### src/hw/ccipCheckPkg.sv
/*
 * Shared widths, encodings and register map of the request port checker
 * Lengths use the 2-bit line count encoding, so 0 means one cache line
 * Register offsets are byte addresses on a 4-bit APB address bus
 */
package ccipCheckPkg;

   // Request header field widths
   localparam int AddrWidth = 42;
   localparam int VcWidth = 2;
   localparam int LenWidth = 2;
   localparam int ReqTypeWidth = 4;

   // Cache-line length encodings
   localparam logic [LenWidth-1:0] Len1Cl = 2'd0;
   localparam logic [LenWidth-1:0] Len2Cl = 2'd1;
   localparam logic [LenWidth-1:0] Len3Cl = 2'd2;
   localparam logic [LenWidth-1:0] Len4Cl = 2'd3;

   // Request types seen on the two channels
   localparam logic [ReqTypeWidth-1:0] ReqWrLineI = 4'h0;
   localparam logic [ReqTypeWidth-1:0] ReqWrLineM = 4'h1;
   localparam logic [ReqTypeWidth-1:0] ReqRdLineS = 4'h4;
   localparam logic [ReqTypeWidth-1:0] ReqRdLineI = 4'h6;

   // Violation vector layout, read slice in the low bits
   localparam int NumViolations = 10;
   localparam int ViolIdxWidth = 4;
   localparam int RdViolWidth = 4;
   localparam int WrViolWidth = 6;
   localparam int WrSliceLsb = RdViolWidth;

   localparam int RdIllegalLen = 0;
   localparam int RdMisaligned = 1;
   localparam int RdBadType = 2;
   localparam int RdOverflow = 3;
   localparam int WrIllegalLen = 4;
   localparam int WrMisaligned = 5;
   localparam int WrSopError = 6;
   localparam int WrBurstMismatch = 7;
   localparam int WrOverflow = 8;
   localparam int WrBadType = 9;

   // Saturating event count
   localparam int CountWidth = 8;

   // APB bus and register map
   localparam int ApbAddrWidth = 4;
   localparam int ApbDataWidth = 32;
   localparam logic [ApbAddrWidth-1:0] RegStatus = 4'h0;
   localparam logic [ApbAddrWidth-1:0] RegMask = 4'h4;
   localparam logic [ApbAddrWidth-1:0] RegCount = 4'h8;
   localparam logic [ApbAddrWidth-1:0] RegFirst = 4'hC;

   // Alignment rule for multi-line requests, same on both channels
   // 2 lines need bit 0 clear, 4 lines need bits 1:0 clear
   function automatic logic isMisaligned(input logic [LenWidth-1:0] len,
                                         input logic [1:0] addrLow);
      return ((len == Len2Cl) && addrLow[0]) ||
             ((len == Len4Cl) && (addrLow != 2'b00));
   endfunction

endpackage

### src/hw/ccipChecker.sv
/*
 * Top of the request port protocol checker
 * Watches channel 0 reads and channel 1 writes, never stalls traffic
 * Status readable two cycles after the offending beat
 */
`timescale 1ns/1ps

module ccipChecker (
   input  logic                                    clk,
   input  logic                                    reset,
   // Channel 0, read requests
   input  logic                                    c0Valid,
   input  logic [ccipCheckPkg::ReqTypeWidth-1:0]   c0ReqType,
   input  logic [ccipCheckPkg::LenWidth-1:0]       c0Len,
   input  logic [ccipCheckPkg::AddrWidth-1:0]      c0Addr,
   input  logic                                    c0Full,
   // Channel 1, write requests
   input  logic                                    c1Valid,
   input  logic [ccipCheckPkg::ReqTypeWidth-1:0]   c1ReqType,
   input  logic [ccipCheckPkg::LenWidth-1:0]       c1Len,
   input  logic [ccipCheckPkg::AddrWidth-1:0]      c1Addr,
   input  logic [ccipCheckPkg::VcWidth-1:0]        c1Vc,
   input  logic                                    c1Sop,
   input  logic                                    c1Full,
   // APB slave
   input  logic [ccipCheckPkg::ApbAddrWidth-1:0]   paddr,
   input  logic                                    psel,
   input  logic                                    penable,
   input  logic                                    pwrite,
   input  logic [ccipCheckPkg::ApbDataWidth-1:0]   pwdata,
   output logic [ccipCheckPkg::ApbDataWidth-1:0]   prdata,
   output logic                                    pready,
   output logic                                    pslverr,
   output logic                                    irq
);

   logic [ccipCheckPkg::RdViolWidth-1:0] rdViol;
   logic [ccipCheckPkg::WrViolWidth-1:0] wrViol;
   logic [ccipCheckPkg::NumViolations-1:0] viol;
   logic [ccipCheckPkg::CountWidth-1:0] count;
   logic countClear;

   // Write slice above the read slice
   assign viol = {wrViol, rdViol};

   readRequestChecker readCheck (
      .clk(clk), .reset(reset),
      .c0Valid(c0Valid), .c0ReqType(c0ReqType), .c0Len(c0Len),
      .c0Addr(c0Addr), .c0Full(c0Full),
      .rdViol(rdViol)
   );

   writeBurstTracker writeTrack (
      .clk(clk), .reset(reset),
      .c1Valid(c1Valid), .c1ReqType(c1ReqType), .c1Len(c1Len),
      .c1Addr(c1Addr), .c1Vc(c1Vc), .c1Sop(c1Sop), .c1Full(c1Full),
      .wrViol(wrViol)
   );

   violationCounter violCount (
      .clk(clk), .reset(reset),
      .viol(viol), .countClear(countClear), .count(count)
   );

   statusRegs regs (
      .clk(clk), .reset(reset),
      .paddr(paddr), .psel(psel), .penable(penable), .pwrite(pwrite),
      .pwdata(pwdata), .prdata(prdata), .pready(pready), .pslverr(pslverr),
      .viol(viol), .count(count), .countClear(countClear), .irq(irq)
   );

endmodule

### src/hw/readRequestChecker.sv
/*
 * Channel 0 read request checks: type, length, alignment, overflow
 * Every valid cycle is one request, there is no handshake
 * Each violation pulses for one cycle, the cycle after the beat
 */
`timescale 1ns/1ps

module readRequestChecker (
   input  logic                                    clk,
   input  logic                                    reset,
   input  logic                                    c0Valid,
   input  logic [ccipCheckPkg::ReqTypeWidth-1:0]   c0ReqType,
   input  logic [ccipCheckPkg::LenWidth-1:0]       c0Len,
   input  logic [ccipCheckPkg::AddrWidth-1:0]      c0Addr,
   input  logic                                    c0Full,
   output logic [ccipCheckPkg::RdViolWidth-1:0]    rdViol
);

   logic isRead;
   logic [ccipCheckPkg::RdViolWidth-1:0] rdNext;

   always_comb begin
      // Only the two read line types are legal here
      isRead = (c0ReqType == ccipCheckPkg::ReqRdLineS) ||
               (c0ReqType == ccipCheckPkg::ReqRdLineI);

      rdNext = '0;

      // Wrong request type on the read channel
      rdNext[ccipCheckPkg::RdBadType] = c0Valid && !isRead;

      // 3-line requests do not exist
      rdNext[ccipCheckPkg::RdIllegalLen] = c0Valid && (c0Len == ccipCheckPkg::Len3Cl);

      // Multi-line base must sit on its natural boundary
      rdNext[ccipCheckPkg::RdMisaligned] =
         c0Valid && ccipCheckPkg::isMisaligned(c0Len, c0Addr[1:0]);

      // Push while the port reports full
      rdNext[ccipCheckPkg::RdOverflow] = c0Valid && c0Full;
   end

   // One-cycle pulses, registered
   always_ff @(posedge clk) begin
      if (reset) begin
         rdViol <= '0;
      end else begin
         rdViol <= rdNext;
      end
   end

endmodule

### src/hw/statusRegs.sv
/*
 * APB register block, no wait states, pready tied high
 * Status is write-1-to-clear, a new event in the same cycle wins
 * Any write to the count offset clears the count
 * Unmapped offsets answer with pslverr and read as zero
 */
`timescale 1ns/1ps

module statusRegs (
   input  logic                                     clk,
   input  logic                                     reset,
   input  logic [ccipCheckPkg::ApbAddrWidth-1:0]    paddr,
   input  logic                                     psel,
   input  logic                                     penable,
   input  logic                                     pwrite,
   input  logic [ccipCheckPkg::ApbDataWidth-1:0]    pwdata,
   output logic [ccipCheckPkg::ApbDataWidth-1:0]    prdata,
   output logic                                     pready,
   output logic                                     pslverr,
   input  logic [ccipCheckPkg::NumViolations-1:0]   viol,
   input  logic [ccipCheckPkg::CountWidth-1:0]      count,
   output logic                                     countClear,
   output logic                                     irq
);

   logic [ccipCheckPkg::NumViolations-1:0] status;
   logic [ccipCheckPkg::NumViolations-1:0] mask;
   logic [ccipCheckPkg::NumViolations-1:0] statusClr;
   logic firstValid;
   logic [ccipCheckPkg::ViolIdxWidth-1:0] firstIdx;
   logic [ccipCheckPkg::ViolIdxWidth-1:0] lowIdx;
   logic addrHit;
   logic wrEn;
   logic firstWrite;

   always_comb begin
      // All four offsets are word aligned
      addrHit = (paddr[1:0] == 2'b00);
      // Writes land in the access cycle
      wrEn = psel && penable && pwrite;
      statusClr = (wrEn && (paddr == ccipCheckPkg::RegStatus)) ?
                  pwdata[ccipCheckPkg::NumViolations-1:0] : '0;
      countClear = wrEn && (paddr == ccipCheckPkg::RegCount);
      firstWrite = wrEn && (paddr == ccipCheckPkg::RegFirst);

      // Lowest set index, scanned from the top down
      lowIdx = '0;
      for (int i = ccipCheckPkg::NumViolations - 1; i >= 0; i--) begin
         if (viol[i]) begin
            lowIdx = ccipCheckPkg::ViolIdxWidth'(i);
         end
      end

      // Read mux
      prdata = '0;
      case (paddr)
         ccipCheckPkg::RegStatus: prdata[ccipCheckPkg::NumViolations-1:0] = status;
         ccipCheckPkg::RegMask: prdata[ccipCheckPkg::NumViolations-1:0] = mask;
         ccipCheckPkg::RegCount: prdata[ccipCheckPkg::CountWidth-1:0] = count;
         ccipCheckPkg::RegFirst: begin
            prdata[ccipCheckPkg::ApbDataWidth-1] = firstValid;
            prdata[ccipCheckPkg::ViolIdxWidth-1:0] = firstIdx;
         end
         default: prdata = '0;
      endcase
   end

   assign pready = 1'b1;

   always_ff @(posedge clk) begin
      if (reset) begin
         status <= '0;
         mask <= '1;
         firstValid <= 1'b0;
         firstIdx <= '0;
         pslverr <= 1'b0;
         irq <= 1'b0;
      end else begin
         // Set has priority over clear
         status <= (status & ~statusClr) | viol;
         if (wrEn && (paddr == ccipCheckPkg::RegMask)) begin
            mask <= pwdata[ccipCheckPkg::NumViolations-1:0];
         end
         // Capture once, hold until software writes the register
         if (firstWrite) begin
            firstValid <= 1'b0;
         end
         if ((!firstValid || firstWrite) && (|viol)) begin
            firstValid <= 1'b1;
            firstIdx <= lowIdx;
         end
         // Decoded in setup so it is up during the access cycle
         pslverr <= psel && !penable && !addrHit;
         irq <= |(status & mask);
      end
   end

endmodule

### src/hw/violationCounter.sv
/*
 * Counts violation events, every set bit of the vector is one event
 * Saturates at the top of the count range
 * Clear beats the increment in the same cycle
 */
`timescale 1ns/1ps

module violationCounter (
   input  logic                                     clk,
   input  logic                                     reset,
   input  logic [ccipCheckPkg::NumViolations-1:0]   viol,
   input  logic                                     countClear,
   output logic [ccipCheckPkg::CountWidth-1:0]      count
);

   logic [ccipCheckPkg::ViolIdxWidth-1:0] setBits;
   // One extra bit to catch the carry out
   logic [ccipCheckPkg::CountWidth:0] sum;

   always_comb begin
      // Population count of this cycle's pulses
      setBits = '0;
      for (int i = 0; i < ccipCheckPkg::NumViolations; i++) begin
         setBits = setBits + ccipCheckPkg::ViolIdxWidth'(viol[i]);
      end
      sum = {1'b0, count} + (ccipCheckPkg::CountWidth + 1)'(setBits);
   end

   always_ff @(posedge clk) begin
      if (reset || countClear) begin
         count <= '0;
      end else if (sum[ccipCheckPkg::CountWidth]) begin
         // Stick at the max
         count <= '1;
      end else begin
         count <= sum[ccipCheckPkg::CountWidth-1:0];
      end
   end

endmodule

### src/hw/writeBurstTracker.sv
/*
 * Channel 1 write checks with burst tracking
 * Beats of a burst may have idle cycles between them
 * A SOP beat inside a burst is flagged and then opens a fresh burst
 * Bad type or bad length/alignment on the SOP beat keeps the FSM in Idle
 */
`timescale 1ns/1ps

module writeBurstTracker (
   input  logic                                    clk,
   input  logic                                    reset,
   input  logic                                    c1Valid,
   input  logic [ccipCheckPkg::ReqTypeWidth-1:0]   c1ReqType,
   input  logic [ccipCheckPkg::LenWidth-1:0]       c1Len,
   input  logic [ccipCheckPkg::AddrWidth-1:0]      c1Addr,
   input  logic [ccipCheckPkg::VcWidth-1:0]        c1Vc,
   input  logic                                    c1Sop,
   input  logic                                    c1Full,
   output logic [ccipCheckPkg::WrViolWidth-1:0]    wrViol
);

   // FSM state, high while a multi-line burst is open
   logic inBurst;
   // Index of the next expected beat within the burst
   logic [ccipCheckPkg::LenWidth-1:0] beatIdx;

   // Header of the opening beat
   logic [ccipCheckPkg::AddrWidth-1:0]    baseAddr;
   logic [ccipCheckPkg::VcWidth-1:0]      heldVc;
   logic [ccipCheckPkg::LenWidth-1:0]     heldLen;
   logic [ccipCheckPkg::ReqTypeWidth-1:0] heldType;

   logic isWrite;
   logic startBeat;
   logic sopErr;
   logic illegalLen;
   logic misaligned;
   logic mismatch;
   logic lastBeat;
   logic openBurst;
   logic [ccipCheckPkg::WrViolWidth-1:0] wrNext;

   always_comb begin
      isWrite = (c1ReqType == ccipCheckPkg::ReqWrLineI) ||
                (c1ReqType == ccipCheckPkg::ReqWrLineM);

      // Any beat in Idle, or a SOP beat in a burst, is judged as a start
      startBeat = c1Valid && (!inBurst || c1Sop);

      // Idle wants SOP high, a burst wants SOP low
      sopErr = c1Valid && (inBurst == c1Sop);

      // Length and alignment only checked on a SOP beat
      illegalLen = startBeat && c1Sop && (c1Len == ccipCheckPkg::Len3Cl);
      misaligned = startBeat && c1Sop && ccipCheckPkg::isMisaligned(c1Len, c1Addr[1:0]);

      // Later beats must repeat the opening header, address stepping by one
      mismatch = c1Valid && inBurst && !c1Sop &&
                 ((c1Addr != baseAddr + ccipCheckPkg::AddrWidth'(beatIdx)) ||
                  (c1Vc != heldVc) ||
                  (c1Len != heldLen) ||
                  (c1ReqType != heldType));

      lastBeat = (beatIdx == heldLen);

      // Clean multi-line SOP beat opens a burst
      openBurst = startBeat && c1Sop && isWrite && !illegalLen && !misaligned &&
                  ((c1Len == ccipCheckPkg::Len2Cl) || (c1Len == ccipCheckPkg::Len4Cl));

      wrNext = '0;
      wrNext[ccipCheckPkg::WrIllegalLen - ccipCheckPkg::WrSliceLsb] = illegalLen;
      wrNext[ccipCheckPkg::WrMisaligned - ccipCheckPkg::WrSliceLsb] = misaligned;
      wrNext[ccipCheckPkg::WrSopError - ccipCheckPkg::WrSliceLsb] = sopErr;
      wrNext[ccipCheckPkg::WrBurstMismatch - ccipCheckPkg::WrSliceLsb] = mismatch;
      wrNext[ccipCheckPkg::WrOverflow - ccipCheckPkg::WrSliceLsb] = c1Valid && c1Full;
      wrNext[ccipCheckPkg::WrBadType - ccipCheckPkg::WrSliceLsb] = c1Valid && !isWrite;
   end

   // FSM, beat counter and violation pulses
   always_ff @(posedge clk) begin
      if (reset) begin
         inBurst <= 1'b0;
         beatIdx <= '0;
         wrViol <= '0;
      end else begin
         wrViol <= wrNext;
         if (startBeat) begin
            // Second beat of a new burst is index 1
            inBurst <= openBurst;
            beatIdx <= 2'd1;
         end else if (c1Valid && inBurst) begin
            if (lastBeat) begin
               inBurst <= 1'b0;
            end
            beatIdx <= beatIdx + 2'd1;
         end
      end
   end

   // Opening header capture
   always_ff @(posedge clk) begin
      if (openBurst) begin
         baseAddr <= c1Addr;
         heldVc <= c1Vc;
         heldLen <= c1Len;
         heldType <= c1ReqType;
      end
   end

endmodule

### config.mk
export PLATFORM = sky130hd
export DESIGN_NAME = ccipChecker
export DESIGN_NICKNAME = d
export VERILOG_FILES = /design/src/hw/ccipCheckPkg.sv /design/src/hw/ccipChecker.sv /design/src/hw/readRequestChecker.sv /design/src/hw/statusRegs.sv /design/src/hw/violationCounter.sv /design/src/hw/writeBurstTracker.sv
export SDC_FILE = /design/constraint.sdc
export NUM_CORES = 1
export LEC_CHECK = 0
export BUFFER_PORTS_ARGS = -buffer_cell sky130_fd_sc_hd__buf_2
export CAP_MARGIN = 15
export CORE_MARGIN = 8
export CORE_UTILIZATION = 56
export CTS_BUF_LIST = sky130_fd_sc_hd__clkbuf_4 sky130_fd_sc_hd__clkbuf_8 sky130_fd_sc_hd__clkbuf_16
export DETAILED_ROUTE_END_ITERATION = 8
export PLACE_DENSITY = 0.95
export SLEW_MARGIN = 20
export SYNTH_ARGS = -nofsm -noshare
export SYNTH_HDL_FRONTEND = slang
export SYNTH_SLANG_ARGS = --single-unit
### constraint.sdc
create_clock -name clk -period 9.15 [get_ports clk]
set_clock_uncertainty 0.1 [all_clocks]
set_input_delay 0.915 -clock clk [delete_from_list [all_inputs] [get_ports clk]]
set_output_delay 0.915 -clock clk [all_outputs]
set_load 0.02 [all_outputs]
==> impl_metrics.json <==
{
  "wl_per_cell_um": 17.1,
  "synth_common_cells": "50 x edfxtp_1, 48 x dfxtp_1, 44 x nand2_1",
  "first_pass_iters": 5,
  "yosysUniqueCellTypes": 67,
  "io_pins": 179,
  "ctsResizeCount": 0,
  "drv_slew": 0,
  "drive_gt1_share_pct": 18.9,
  "max_slew_margin_pct": 31.9,
  "finalHoldViolations": 0,
  "dieArea_um2": 14000,
  "areaGrowthSynthToFinish_pct": 12.0,
  "synth_ff_type": "edfxtp_1",
  "cts_made_buffers": 9,
  "setup_tns_ps": 0,
  "path_clk_slew_ps": 90,
  "cts_setup_buffers": 0,
  "period_minus_slack_ps": 4920,
  "postSynth.asyncResetShare_pct": 0,
  "cts_sinks": 98,
  "drtIter0Drc": 460,
  "antenna_left": 0,
  "end_kind": "flop",
  "worstPathMaxFanout": 6,
  "synth.area.top_cells": "edfxtp_1 26%, dfxtp_1 16%, xnor2_1 5.2%, xor2_1 4.5%, mux2i_1 3.6%",
  "rsz0062_at_grt": "no",
  "start_kind": "flop",
  "finalNetCount": 852,
  "maxCapViolations": 0,
  "synth_cells": 596,
  "postSynthAreaPerCell_um2": 9.85,
  "num_vias": 4925,
  "antenna_found_initial": 0,
  "use_met2_pct": 32.4,
  "finalCritPeriodShare_pct": 53.8,
  "vdd_drop_max_v": 0.0000984,
  "grt_pass1_vias": 4932,
  "die_w_um": 118,
  "cp.required_ps": 9270,
  "diodes": 0,
  "yosysTopAreaCell": "edfxtp_1",
  "viasPerCell": 5.95,
  "dp.final_hpwl_mm": 10.8,
  "gp_congestion": 0.916,
  "start_util_pct": 57.1,
  "finalSetupViolCount": 0,
  "grtUsageTotal_pct": 19.7,
  "path_class": "reg -> reg",
  "die_h_um": 118,
  "place_ws_ps": 4270,
  "worst_pin_slew_ps": 1010,
  "yosysWarnings": 0,
  "io_buffer_count": 93,
  "synth_edf_count": 50,
  "fp.coreArea_um2": 10300,
  "synth_seq_cells": 98,
  "clkLatencyLatePin_ps": 370,
  "yosysSeqAreaShare_pct": 41.9,
  "wirelength_mm": 14.2,
  "met1_usage_pct": 23.6,
  "drcViolationCount": 0,
  "worst_slack_ps": 4230,
  "cts_tree": "done",
  "grt_pass1_wl_mm": 23.1,
  "met3_usage_pct": 5.33,
  "clock_path_buffers": 2,
  "grt_remaining_overflow": 0,
  "power_density_nw_per_um2": 137,
  "htree_levels": 3,
  "synth_area_um2": 5870,
  "outcome": "completed",
  "fmax_ghz": 0.203,
  "cts_root_buf": "clkbuf_8",
  "hold_path_class": "reg -> reg",
  "num_rows": 37,
  "grt_busiest_layer": "met2",
  "grt_max_degree": 52,
  "leakage_nw": 2.54,
  "hold_buffers": 0,
  "synth_top_area_share_pct": 25.6,
  "yosysMostFrequentCell": "edfxtp_1",
  "crit_arrival_ps": 5050
}
path summary, 6_finish.rpt:
kind,from,to,slack [ps],cells past startpoint
setup reg to reg,readCheck.rdViol[1],violCount.count[7],4230,17
hold / removal,regs.firstIdx[0],regs.firstIdx[0],370,2
hold reg to reg,regs.firstIdx[0],regs.firstIdx[0],370,2
setup / recovery,readCheck.rdViol[1],violCount.count[7],4230,17
cells in the final DEF (no fill, tap or decap), drive strengths merged, types with 5 or more instances in the layout:
cell type and instances:
buf 94, edfxtp 50, a31oi 7, o21ai 12, ha 13, dfxtp 48
nand2b 5, and4 7, xor2 30, a21oi 40, inv 33, and3 9
nor2 42, xnor2 35, clkbuf 12, nor2b 11, and2 13, fa 8
mux2i 21, nor3 20, nor4 15, nand2 44, conb 22, nand3 12
a31o 5, nand4 23
layout make-up:
cell class	instances	area [um^2]
Fill cell	828	3700
Multi-Input combinational cell	454	3160
Sequential cell	98	2460
Timing Repair Buffer	94	473
Clock buffer	12	176
Tap cell	136	170
Inverter	30	113
Clock inverter	4	21.3
stage by stage:
| stage | hold slack [ps] | util [%] | power (mW) | cells | instance area (um^2) |
|---|---|---|---|---|---|
| 6_report | 370 | 64.0 | 0.901 | 828 | 6580 |
| 3_3_place_gp | 347 | 62.0 | 0.619 | 812 | 6370 |
| 2_1_floorplan | 333 | - | 0.586 | 616 | 5950 |
| 4_1_cts | 371 | 63.9 | 0.903 | 828 | 6570 |
| 3_5_place_dp | 358 | 62.0 | 0.628 | 812 | 6370 |
| 5_1_grt | 425 | 64.0 | 0.939 | 828 | 6580 |
cells by family (layout without fill, tap and decap cells):
kind of cell	Yosys count	in the layout	share of synthesized area, %
AOI/OAI and AO/OA	96	96	10.6
xor gates and xnor gates	65	65	9.69
adders and majority gates	21	21	5.50
buffers and inverters	64	140	5.71
DFF	98	98	41.9
muxes	26	26	5.30
other	2	22	0.128
and+or+nand+nor	224	224	21.1
routing by layer:
layer  up-vias  share of wire [%]
met2       269                 46
met4         0                3.3
met1      2293                 42
met5         -                  0
met3        50                8.6
li1       2313                  -
sequential cells by signal (all words and copies together), names as in the netlist, 4 cells and up:
signal / cells
writeTrack.heldType: 4
readCheck.rdViol: 4
writeTrack.wrViol: 6
regs.mask: 10
violCount.count: 8
writeTrack.baseAddr: 42
regs.firstIdx: 4
regs.status: 10
critical path, cell delays in order, from the launching register on:
cell and delay [ps]:
dfxtp_1 480, inv_1 80, ha_1 280, inv_1 40
fa_1 450, fa_1 520, fa_1 440, fa_1 410
fa_1 560, inv_1 60, ha_1 280, a21o_1 170
a21oi_1 220, nor2b_1 70, o21ai_0 300, nor2_1 100
mux2i_1 170, nor2_1 60
report_power, final:
part	switching, mW	internal (mW)
clock network	0.150	0.129
registers	0.0119	0.473
logic	0.0774	0.0587
total	0.240	0.662
No activity file was read; power rests on OpenSTA's default activity.
